[src/include/conv1x1_cfg.svh]
// Configuration of the 1x1 convolution engine
// Array sizes, requantization shift and the APB register map
`ifndef CONV1X1_CFG_SVH
`define CONV1X1_CFG_SVH

//////////////////////////////////////////////////////////////////////
// Array geometry
//////////////////////////////////////////////////////////////////////

// Input channels per spatial position
`define CONV_CHIN 8
// MAC lanes, one per output channel
`define CONV_CHOUT 8
// Output map width, WOUT*WOUT positions per layer
`define CONV_WOUT 4
// Fraction bits dropped by the requantizer
`define CONV_FRAC 8

//////////////////////////////////////////////////////////////////////
// APB byte addresses
//////////////////////////////////////////////////////////////////////

`define CONV_ADDR_CTRL 12'h000
`define CONV_ADDR_STATUS 12'h004
`define CONV_ADDR_WEIGHT 12'h100
`define CONV_ADDR_BIAS 12'h400

`endif

[src/conv1x1_pkg.sv]
// Shared data types of the 1x1 convolution engine
// Pixel, coefficient, accumulator and APB types
`default_nettype none

package conv1x1_pkg;

	// Pixels in and requantized results out
	typedef logic signed [15:0] pix_t;

	typedef logic signed [15:0] weight_t;

	// Room for CHIN full-scale products without overflow
	typedef logic signed [39:0] acc_t;

	// Bias is already in accumulator scale
	typedef logic signed [31:0] bias_t;

	// Layer select, one coefficient bank per layer
	typedef logic layer_t;

	localparam layer_t LAYER_A = 1'b0;
	localparam layer_t LAYER_B = 1'b1;

	// Configuration bus
	typedef logic [11:0] apb_addr_t;
	typedef logic [31:0] apb_data_t;

endpackage

`default_nettype wire

[src/mac_unit.sv]
// One multiply-accumulate lane
// Product and channel-0 flag registered, then loaded into or added to
// the accumulator one cycle later
`timescale 1ns/1ps
`default_nettype none

module mac_unit (
	input logic clk,
	input logic rst,
	input logic en,
	input logic first,
	input conv1x1_pkg::pix_t pix,
	input conv1x1_pkg::weight_t ker,
	output conv1x1_pkg::acc_t acc
);

	import conv1x1_pkg::*;

	logic signed [$bits(pix_t)+$bits(weight_t)-1:0] prod;
	logic en_s1;
	logic first_s1;

	// Stage 1
	always_ff @(posedge clk or negedge rst) begin
		if (!rst) begin
			en_s1 <= 1'b0;
			first_s1 <= 1'b0;
		end else begin
			en_s1 <= en;
			first_s1 <= en && first;
		end
	end

	always_ff @(posedge clk) begin
		if (en) begin
			prod <= pix * ker;
		end
	end

	// Stage 2, channel 0 restarts the sum so positions can run back to back
	always_ff @(posedge clk or negedge rst) begin
		if (!rst) begin
			acc <= '0;
		end else if (en_s1) begin
			acc <= first_s1 ? acc_t'(prod) : acc + acc_t'(prod);
		end
	end

endmodule

`default_nettype wire

[config.mk]
export PLATFORM = sky130hd
export DESIGN_NAME = mac_unit
export DESIGN_NICKNAME = d
export VERILOG_FILES = /design/src/include/conv1x1_cfg.svh /design/src/conv1x1_pkg.sv /design/src/mac_unit.sv
export SDC_FILE = /design/constraint.sdc
export NUM_CORES = 1
export LEC_CHECK = 0
export BUFFER_PORTS_ARGS = -buffer_cell sky130_fd_sc_hd__buf_2
export CORE_AREA = 2 2 223 225
export DETAILED_ROUTE_END_ITERATION = 12
export DIE_AREA = 0 0 225 227
export SLEW_MARGIN = 15
export SYNTH_ARGS = -nofsm -noshare
export SYNTH_HDL_FRONTEND = slang
export SYNTH_SLANG_ARGS = --single-unit
[constraint.sdc]
create_clock -name clk -period 3.15 [get_ports clk]
set_clock_uncertainty 0.05 [all_clocks]
set_input_delay 0 -clock clk [delete_from_list [all_inputs] [get_ports clk]]
set_output_delay 0 -clock clk [all_outputs]
set_load 0.005 [all_outputs]
# Word level (Yosys, flattened, before mapping)

Index checks and enable logic that the tools add are counted.

Multiplexer cells: 1
Add/sub/neg operators: 1
$mul: 1
Reductions and logical operators: 1

Operators with widths:

| cell                         | count |
|---|---|
| adder 40 x 32 -> 40 bit      | 1 |
| 2-to-1 mux 40 bit            | 1 |
| multiplier 16 x 16 -> 32 bit | 1 |
| logical AND 1 bit            | 1 |

Logic and storage cells: 8
Output and inout bits: 40
Bits in registers: 74
Input bits: 36

# Logic depth before layout (Yosys ltp)

Gate-level depths: netlist of the first run.

Depth in word-level cells: 2
Depth in mapped cells: 24
Gate-level depth less buffers: 23

# Worst setup path after synthesis of the first run

Ideal clock, no wire load.

Kind: input -> register
From: input pix[15]
To: register prod[31] (data pin)
Required time: 2.840 ns
Stages on the path: 22
Data arrival time: 5.572 ns
Library setup time: 0.260 ns
Path buffers: 1
Setup slack: -2.732 ns
Path through: clkbuf_1 nand2_1 inv_1 fa_1 fa_1 fa_1 fa_1 fa_1 inv_1 fa_1 inv_1 ha_1 a21o_1 a21oi_1 o21bai_1 a21oi_1 o21ai_1 a22o_1 or4_1 a31o_1 a21oi_2 xnor2_1

Word-level cells in the longest chain between the ends: 1

Ends and longest elaborated chain:

| what                         | RTL line       | RTL |
|---|---|---|
| start: declaration           | mac_unit.sv:12 | `input conv1x1_pkg::pix_t pix,` |
| multiplier 16 x 16 -> 32 bit | mac_unit.sv:36 | `prod <= pix * ker;` |
| end signal: assignment       | mac_unit.sv:36 |  |
| end: declaration             | mac_unit.sv:19 | `logic signed [$bits(pix_t)+$bits(weight_t)-1:0] prod;` |

Every way passes these cells.
A chain may end at the register's enable or synchronous reset.

# Final worst setup path of the first run

From: input ker[15]
To: register prod[31] (data pin)

Word-level cells in the longest chain between the ends: 1

Ends and longest elaborated chain:

| what                         | RTL line       | RTL |
|---|---|---|
| start: declaration           | mac_unit.sv:13 | `input conv1x1_pkg::weight_t ker,` |
| multiplier 16 x 16 -> 32 bit | mac_unit.sv:36 |  |

Every way passes these cells.

==> results of run 1 <==
## cell families after synthesis
kind of cell	Yosys count
muxes	9
buffers and inverters	344
xor gates and xnor gates	59
AOI/OAI and AO/OA	230
adders and majority gates	384
DFF	74
and+or+nand+nor	455
## per-layer routing
metal  track usage [%]  share of wire, %  up-vias
met3              1.96               4.7       48
met4              3.14               1.5        0
met1              20.8                47     5702
met2              25.6                47      246
met5                 0                 0        -
li1                  -                 -     5399
## worst reg2reg max path: stages (launching register included)
cell and delay (ns):
dfrtp_1 0.36, ha_1 0.17, inv_1 0.05, fa_1 0.37, nor2b_1 0.16, o31a_1 0.16, o21bai_1 0.12, and2_1 0.20
o21ai_4 0.23, a31oi_2 0.15, o21ai_2 0.25, a21oi_1 0.14, or4_1 0.41, nand3_1 0.08
## stage by stage
step	utilization [%]	setup WS [ns]	instance area, um^2	setup TNS (ns)
after floorplan	-	-2.37	14800	-38.84
after global placement	34.9	-2.73	16900	-52.86
after detailed placement	34.9	-2.78	16900	-53.59
after CTS	36.7	-2.31	17800	-42.19
after global routing	37.7	-2.50	18300	-46.34
final	37.7	-2.32	18300	-42.43
## cell usage after synthesis, types with 4 or more instances
cell	number	area, um^2
nand3_1	15	75.1
ha_1	121	1510
and2_1	128	801
nor3_1	8	40.0
nand4_1	6	37.5
o21bai_1	10	75.1
xnor2_1	45	394
xor2_1	14	123
fa_1	263	5270
edfxtp_1	32	961
o21ai_1	5	25.0
mux2i_1	8	80.1
or3_1	6	37.5
a31oi_1	11	68.8
a21o_1	22	165
nor2_1	81	304
a21oi_1	86	430
a211oi_1	5	37.5
a211o_1	5	43.8
o21a_1	10	75.1
nand2b_1	8	50.1
nor2b_1	9	56.3
dfrtp_1	42	1050
clkbuf_1	45	169
and3_1	16	100
a21oi_2	5	43.8
inv_1	297	1110
nand2_1	163	612
o21ai_0	36	180
o21ai_2	4	35.0
## how the worst max path moves through the flow
| stage | slack [ns] | startpoint | endpoint | depth (start not counted) |
|---|---|---|---|---|
| global route | -2.50 | pix[15] | prod[31] | 23 |
| finish | -2.32 | ker[15] | prod[31] | 22 |
| floorplan | -2.37 | ker[6] | prod[31] | 22 |
| CTS | -2.31 | ker[5] | prod[31] | 22 |
| global placement | -2.73 | ker[7] | prod[31] | 24 |
| detailed placement | -2.78 | ker[5] | prod[31] | 24 |
## layout make-up
type / count / area share (%)
Clock inverter: 4 / 0.109
Sequential cell: 74 / 11.0
Multi-Input combinational cell: 1137 / 64.3
Timing Repair Buffer: 290 / 12.9
Tap cell: 622 / 4.25
Inverter: 297 / 6.10
Clock buffer: 12 / 1.35
## registers in the layout, summed over array words and instances (netlist names)
register and flops:
acc 40, prod 32, en_s1 1, first_s1 1
## repair_timing
item / 4_1_cts / 5_1_grt
endpoints found under the hold margin: 43 / 0
endpoints found under the setup margin: 26 / 33
pin swaps: 59 / 70
hold buffers: 2 / 0
cloned: 1 / 0
setup buffers: 38 / 21
resized for setup: 104 / 129
==> reports/summary.txt, run 1 <==
result of the run: finished, violations left
violations in the final reports: negative setup slack
worst hold-check path type: input port to register
most prevalent standard cell on the critical path: fa_1
unrepaired setup endpoints after global routing: true
multiplexer fraction of the synthesized cell area: 0.635%
CTS max path bufs: 2
worst-margin pin slew: 1.02 ns
most common flop cell mapped by yosys: dfrtp_1
final worst path period share: 174%
sequential element share of the synthesized area: 14.0%
CTS tree: done
count of input and output buffers: 75
num ports: 76
min Tclk post-route: 5.47 ns
xor/xnor cell area share of the yosys netlist: 3.59%
total routing resource utilization after global routing: 15.2%
Worst setup EP type: register
Congestion Overflow GR: 0
cell count after placement: 2,375
end point of the most critical hold path: en_s1
area share of fa/ha/maj cells after synthesis: 47.1%
Layout area overhead: 27.2%
startpoint of the most critical hold path: en
Detail Placement HPWL: 31,400 um
critical path buffer and inverter count: 6
FF-to-FF path depth: 13
count of cell types in the netlist: 61
wire length of the first global-routing pass: 62,500 um
FF-to-FF End: acc[36]
Async S/R FF share, synth: 56.8%
count of clock tree sinks: 74
slack of the critical path: -2.32 ns
cts bufs inserted: 9
maximum fanout along the worst path: 7
Yosys warning total: 0
worst slew margin relative to its limit: 32.0%
Antenna Violating Nets Remaining: 0
first-pass iteration count of the detailed router: 5
DRC viols: 0
data arrival at the endpoint of the critical path: 5.51 ns
worst path cell trace: buf_2 > inv_2 > buf_6 > nor2_2 > fa_1 > fa_1 > fa_1 > fa_1 > fa_1 > inv_1 > fa_1 > inv_2 > ha_4 > buf_6 > nand4_1 > nor2_2 > and3_1 > a22o_1 > or4_4 > a31o_1 > a21oi_2 > xnor2_1
H-tree depth: 3
max-slew violation total from the final report: 0
Net Count, Synth: 1,975
Die Height: 227 um
mean number of vias per cell: 4.68
number of antenna violations at the first check in global routing: 0
clock latency reported for the late side of the worst-skew pair: 0.34 ns
total count of hold-check failures in the final report: 0
slowest stage delay, CP: 0.55 ns
area taken by multi-input logic gates: 11,800 um^2
row count: 81
number of flip-flops and latches in the synthesized netlist: 74
CP max-delay cell: fa_1
most frequent standard cell in the layout excluding fill and tap cells: inv_1
syn_area_per_cell: 9.25 um^2
Post-Syn Instances: 1,555
maximum number of pins on one net before global-route repair: 46
Startpoint Class: input port
number of global-route vias before repair: 12,200
Post-Synthesis Cell Area: 14,400 um^2
Hold Slack: 0.143 ns
DR vias: 11,400
footprint of the flip-flops and latches: 2010 um^2
Detailed Route Iter0 Violations: 520
WL/cell: 15.3 um
proportion of layout cells with a drive suffix above 1: 26.5%
clock input transition at the sequential cells of the worst setup and hold paths: 0.05 ns
number of nets at the end of the flow: 2,229
CP top delay family: adder cells
maximum clock rate: 0.183 GHz
clock tree root driver cell: clkbuf_16
number of flops mapped to enable cells by yosys: 32
# diodes: 0
die width: 225 um
path type of the worst setup path: input port to register
Max Cap Viol: 0
cell depth of the worst min-delay path: 1
final setup violation count: 26
reg-to-reg critical path startpoint: acc[0]
core area: 48,500 um^2
number of fill cells: 4,773
combinational family with the most area after synthesis: adder cells
area share of and/or/nand/nor cells after synthesis: 15.5%
most used cells in the layout excluding fill and tap cells: 271 x inv_1, 245 x fa_1, 166 x buf_4, 147 x nand2_1, 104 x and2_1
final wirelength: 37,300 um
fraction of the mapped netlist area in compound gates: 10.3%
final instance count without filler cells: 2,436
effective utilization at floorplan: 29.6%
final RePlAce weighted congestion: 0.903
WP data required: 3.18 ns
worst reg2reg setup slack: 0.20 ns
die area: 51,100 um^2
Power of run 1 is not shown: default switching activity piles up to over one toggle a cycle in this logic, so the estimate is an artifact.
==> run 2: changes to the inputs <==
CELL_PAD_IN_SITES_DETAIL_PLACEMENT = 0   (was default)
CELL_PAD_IN_SITES_GLOBAL_PLACEMENT = 1   (was default)
PLACE_DENSITY_LB_ADDON = 0.1   (was default)
==> reports/summary.txt, run 2 (synthesis results as in run 1) <==
most prevalent standard cell on the critical path: fa_1
count of clock tree sinks: 74 (unchanged)
Max Cap Viol: 0 (unchanged)
unrepaired setup endpoints after global routing: true
final RePlAce weighted congestion: 0.820 (-9.2%)
total count of hold-check failures in the final report: 0 (unchanged)
core area: 48,500 um^2 (unchanged)
CTS tree: done
maximum fanout along the worst path: 5 (-2)
DR vias: 10,900 (-4.4%)
proportion of layout cells with a drive suffix above 1: 25.8% (-0.71 points)
WP data required: 3.20 ns (+0.02 ns)
first-pass iteration count of the detailed router: 7 (+2)
Detailed Route Iter0 Violations: 433 (-17%)
data arrival at the endpoint of the critical path: 5.54 ns (+0.03 ns)
clock tree root driver cell: clkbuf_16
final wirelength: 39,300 um (+5.2%)
design area: 18,300 um^2 (+0.20%)
die width: 225 um (unchanged)
count of input and output buffers: 75 (unchanged)
CP max-delay cell: fa_1
worst slew margin relative to its limit: 46.4% (+14 points)
WL/cell: 16.1 um (+4.9%)
clock latency reported for the late side of the worst-skew pair: 0.36 ns (+0.02 ns)
path type of the worst setup path: input port to register
H-tree depth: 3 (unchanged)
number of antenna violations at the first check in global routing: 0 (unchanged)
row count: 81 (unchanged)
# diodes: 0 (unchanged)
max-slew violation total from the final report: 0 (unchanged)
maximum clock rate: 0.182 GHz (-0.42%)
worst path cell trace: buf_8 > and2_4 > fa_1 > inv_2 > fa_1 > fa_1 > inv_2 > fa_1 > fa_1 > inv_1 > fa_1 > inv_2 > ha_4 > a21o_1 > a21o_1 > a21o_1 > a21oi_2 > o21ai_4 > a22o_1 > or4_4 > a31o_1 > a21oi_2 > xnor2_1
num ports: 76 (unchanged)
result of the run: finished, violations left
worst hold-check path type: input port to register
Die Height: 227 um (unchanged)
final core area utilization: 37.8% (+0.075 points)
Largest register FFs: 40 (unchanged)
effective utilization at floorplan: 29.6% (unchanged)
largest register by flop count: acc
mean number of vias per cell: 4.46 (-4.7%)
cell area after placement: 17,100 um^2 (+1.1%)
die area: 51,100 um^2 (unchanged)
Antenna Violating Nets Remaining: 0 (unchanged)
violations in the final reports: negative setup slack
number of global-route vias before repair: 12,000 (-2.2%)
Layout area overhead: 27.5%
maximum number of pins on one net before global-route repair: 51 (+11%)
clock input transition at the sequential cells of the worst setup and hold paths: 0.05 ns (about the same)
total routing resource utilization after global routing: 16.2% (+1.0 points)
min Tclk post-route: 5.50 ns (+0.0232 ns)
most used cells in the layout excluding fill and tap cells: 277 x inv_1, 246 x fa_1, 187 x buf_4, 150 x nand2_1, 110 x and2_1
slowest stage delay, CP: 0.56 ns (about the same)
Startpoint Class: input port
CTS max path bufs: 2 (unchanged)
final setup violation count: 26 (unchanged)
most frequent standard cell in the layout excluding fill and tap cells: inv_1
Worst setup EP type: register
Final TNS setup: -41.96 ns (+0.470 ns)
Detail Placement HPWL: 33,800 um (+7.7%)
area taken by multi-input logic gates: 11,700 um^2 (-0.31%)
cts bufs inserted: 9 (unchanged)
number of nets at the end of the flow: 2,236 (+0.31%)
slack of the critical path: -2.35 ns (-0.0232 ns)
worst-margin pin slew: 0.804 ns (-0.216 ns)
wire length of the first global-routing pass: 64,900 um (+3.8%)
DRC viols: 0 (unchanged)
final worst path period share: 174% (+0.74 points)
number of fill cells: 4,979 (+4.3%)
largest registers: acc: 40 flops, prod: 32 flops
footprint of the flip-flops and latches: 2010 um^2 (unchanged)
Congestion Overflow GR: 0 (unchanged)
==> run 2: changes by cell type in the layout (fill, tap and decap cells not counted), sizes merged <==
cell and delta:
buf +10, clkbuf -6, bufinv +2, clkinvlp +2
inv -1
==> run 2: worst max-delay path: cells and delay by family <==
family | cells | cell delay [ns]
AOI/OAI and AO/OA | 8 | 1.32
xor gates and xnor gates | 1 | 0.08
adders and majority gates | 7 | 3.27
buffers and inverters | 5 | 0.29
and+or+nand+nor | 2 | 0.57
==> run 2: worst paths after layout <==
kind	start	slack [ns]	endpoint	cells after the start
max	ker[5]	-2.35	prod[31]	23
min	en	0.1	en_s1	1
max reg2reg	prod[5]	0.19	acc[33]	10
min reg2reg	acc[18]	0.49	acc[18]	1
max in group asynchronous	rst	2.12	acc[35]	3
min in group asynchronous	rst	0.22	acc[11]	2
==> run 2: metal layers <==
layer / vias to the layer above / GRT usage (%) / wire length (um)
li1: 5415 / - / -
met1: 5350 / 24.0 / 20800
met2: 106 / 26.1 / 17400
met3: 18 / 1.37 / 737
met4: 0 / 2.76 / 352
met5: - / 0 / 0
==> run 2: area by class of cell <==
class / instances / area share (%)
timing repair buffer: 297 / 12.9
tap: 622 / 4.24
multi-input combinational: 1137 / 64.0
inverter: 297 / 6.10
sequential: 74 / 11.0
clock buffer: 9 / 1.23
clock inverter: 7 / 0.511
==> run 2: metrics by stage <==
step | worst slack, ns | instances | hold slack, ns
4_1_cts | -2.35 | 2433 | 0.106
3_5_place_dp | -2.84 | 2399 | 0.0940
6_report | -2.35 | 2443 | 0.0952
5_1_grt | -2.53 | 2443 | 0.140
2_1_floorplan | -2.37 | 1555 | -0.346
3_3_place_gp | -2.79 | 2399 | 0.0877
==> run 2: what timing repair did <==
action | 4_1_cts | 5_1_grt
setup endpoints to repair | 30 | 38
setup buffers | 25 | 12
gates resized for setup | 145 | 56
endpoints found under the hold margin | 30 | 0
pin swaps | 86 | 58
hold buffers | 2 | 0
Power of run 2 is left out for the same reason.
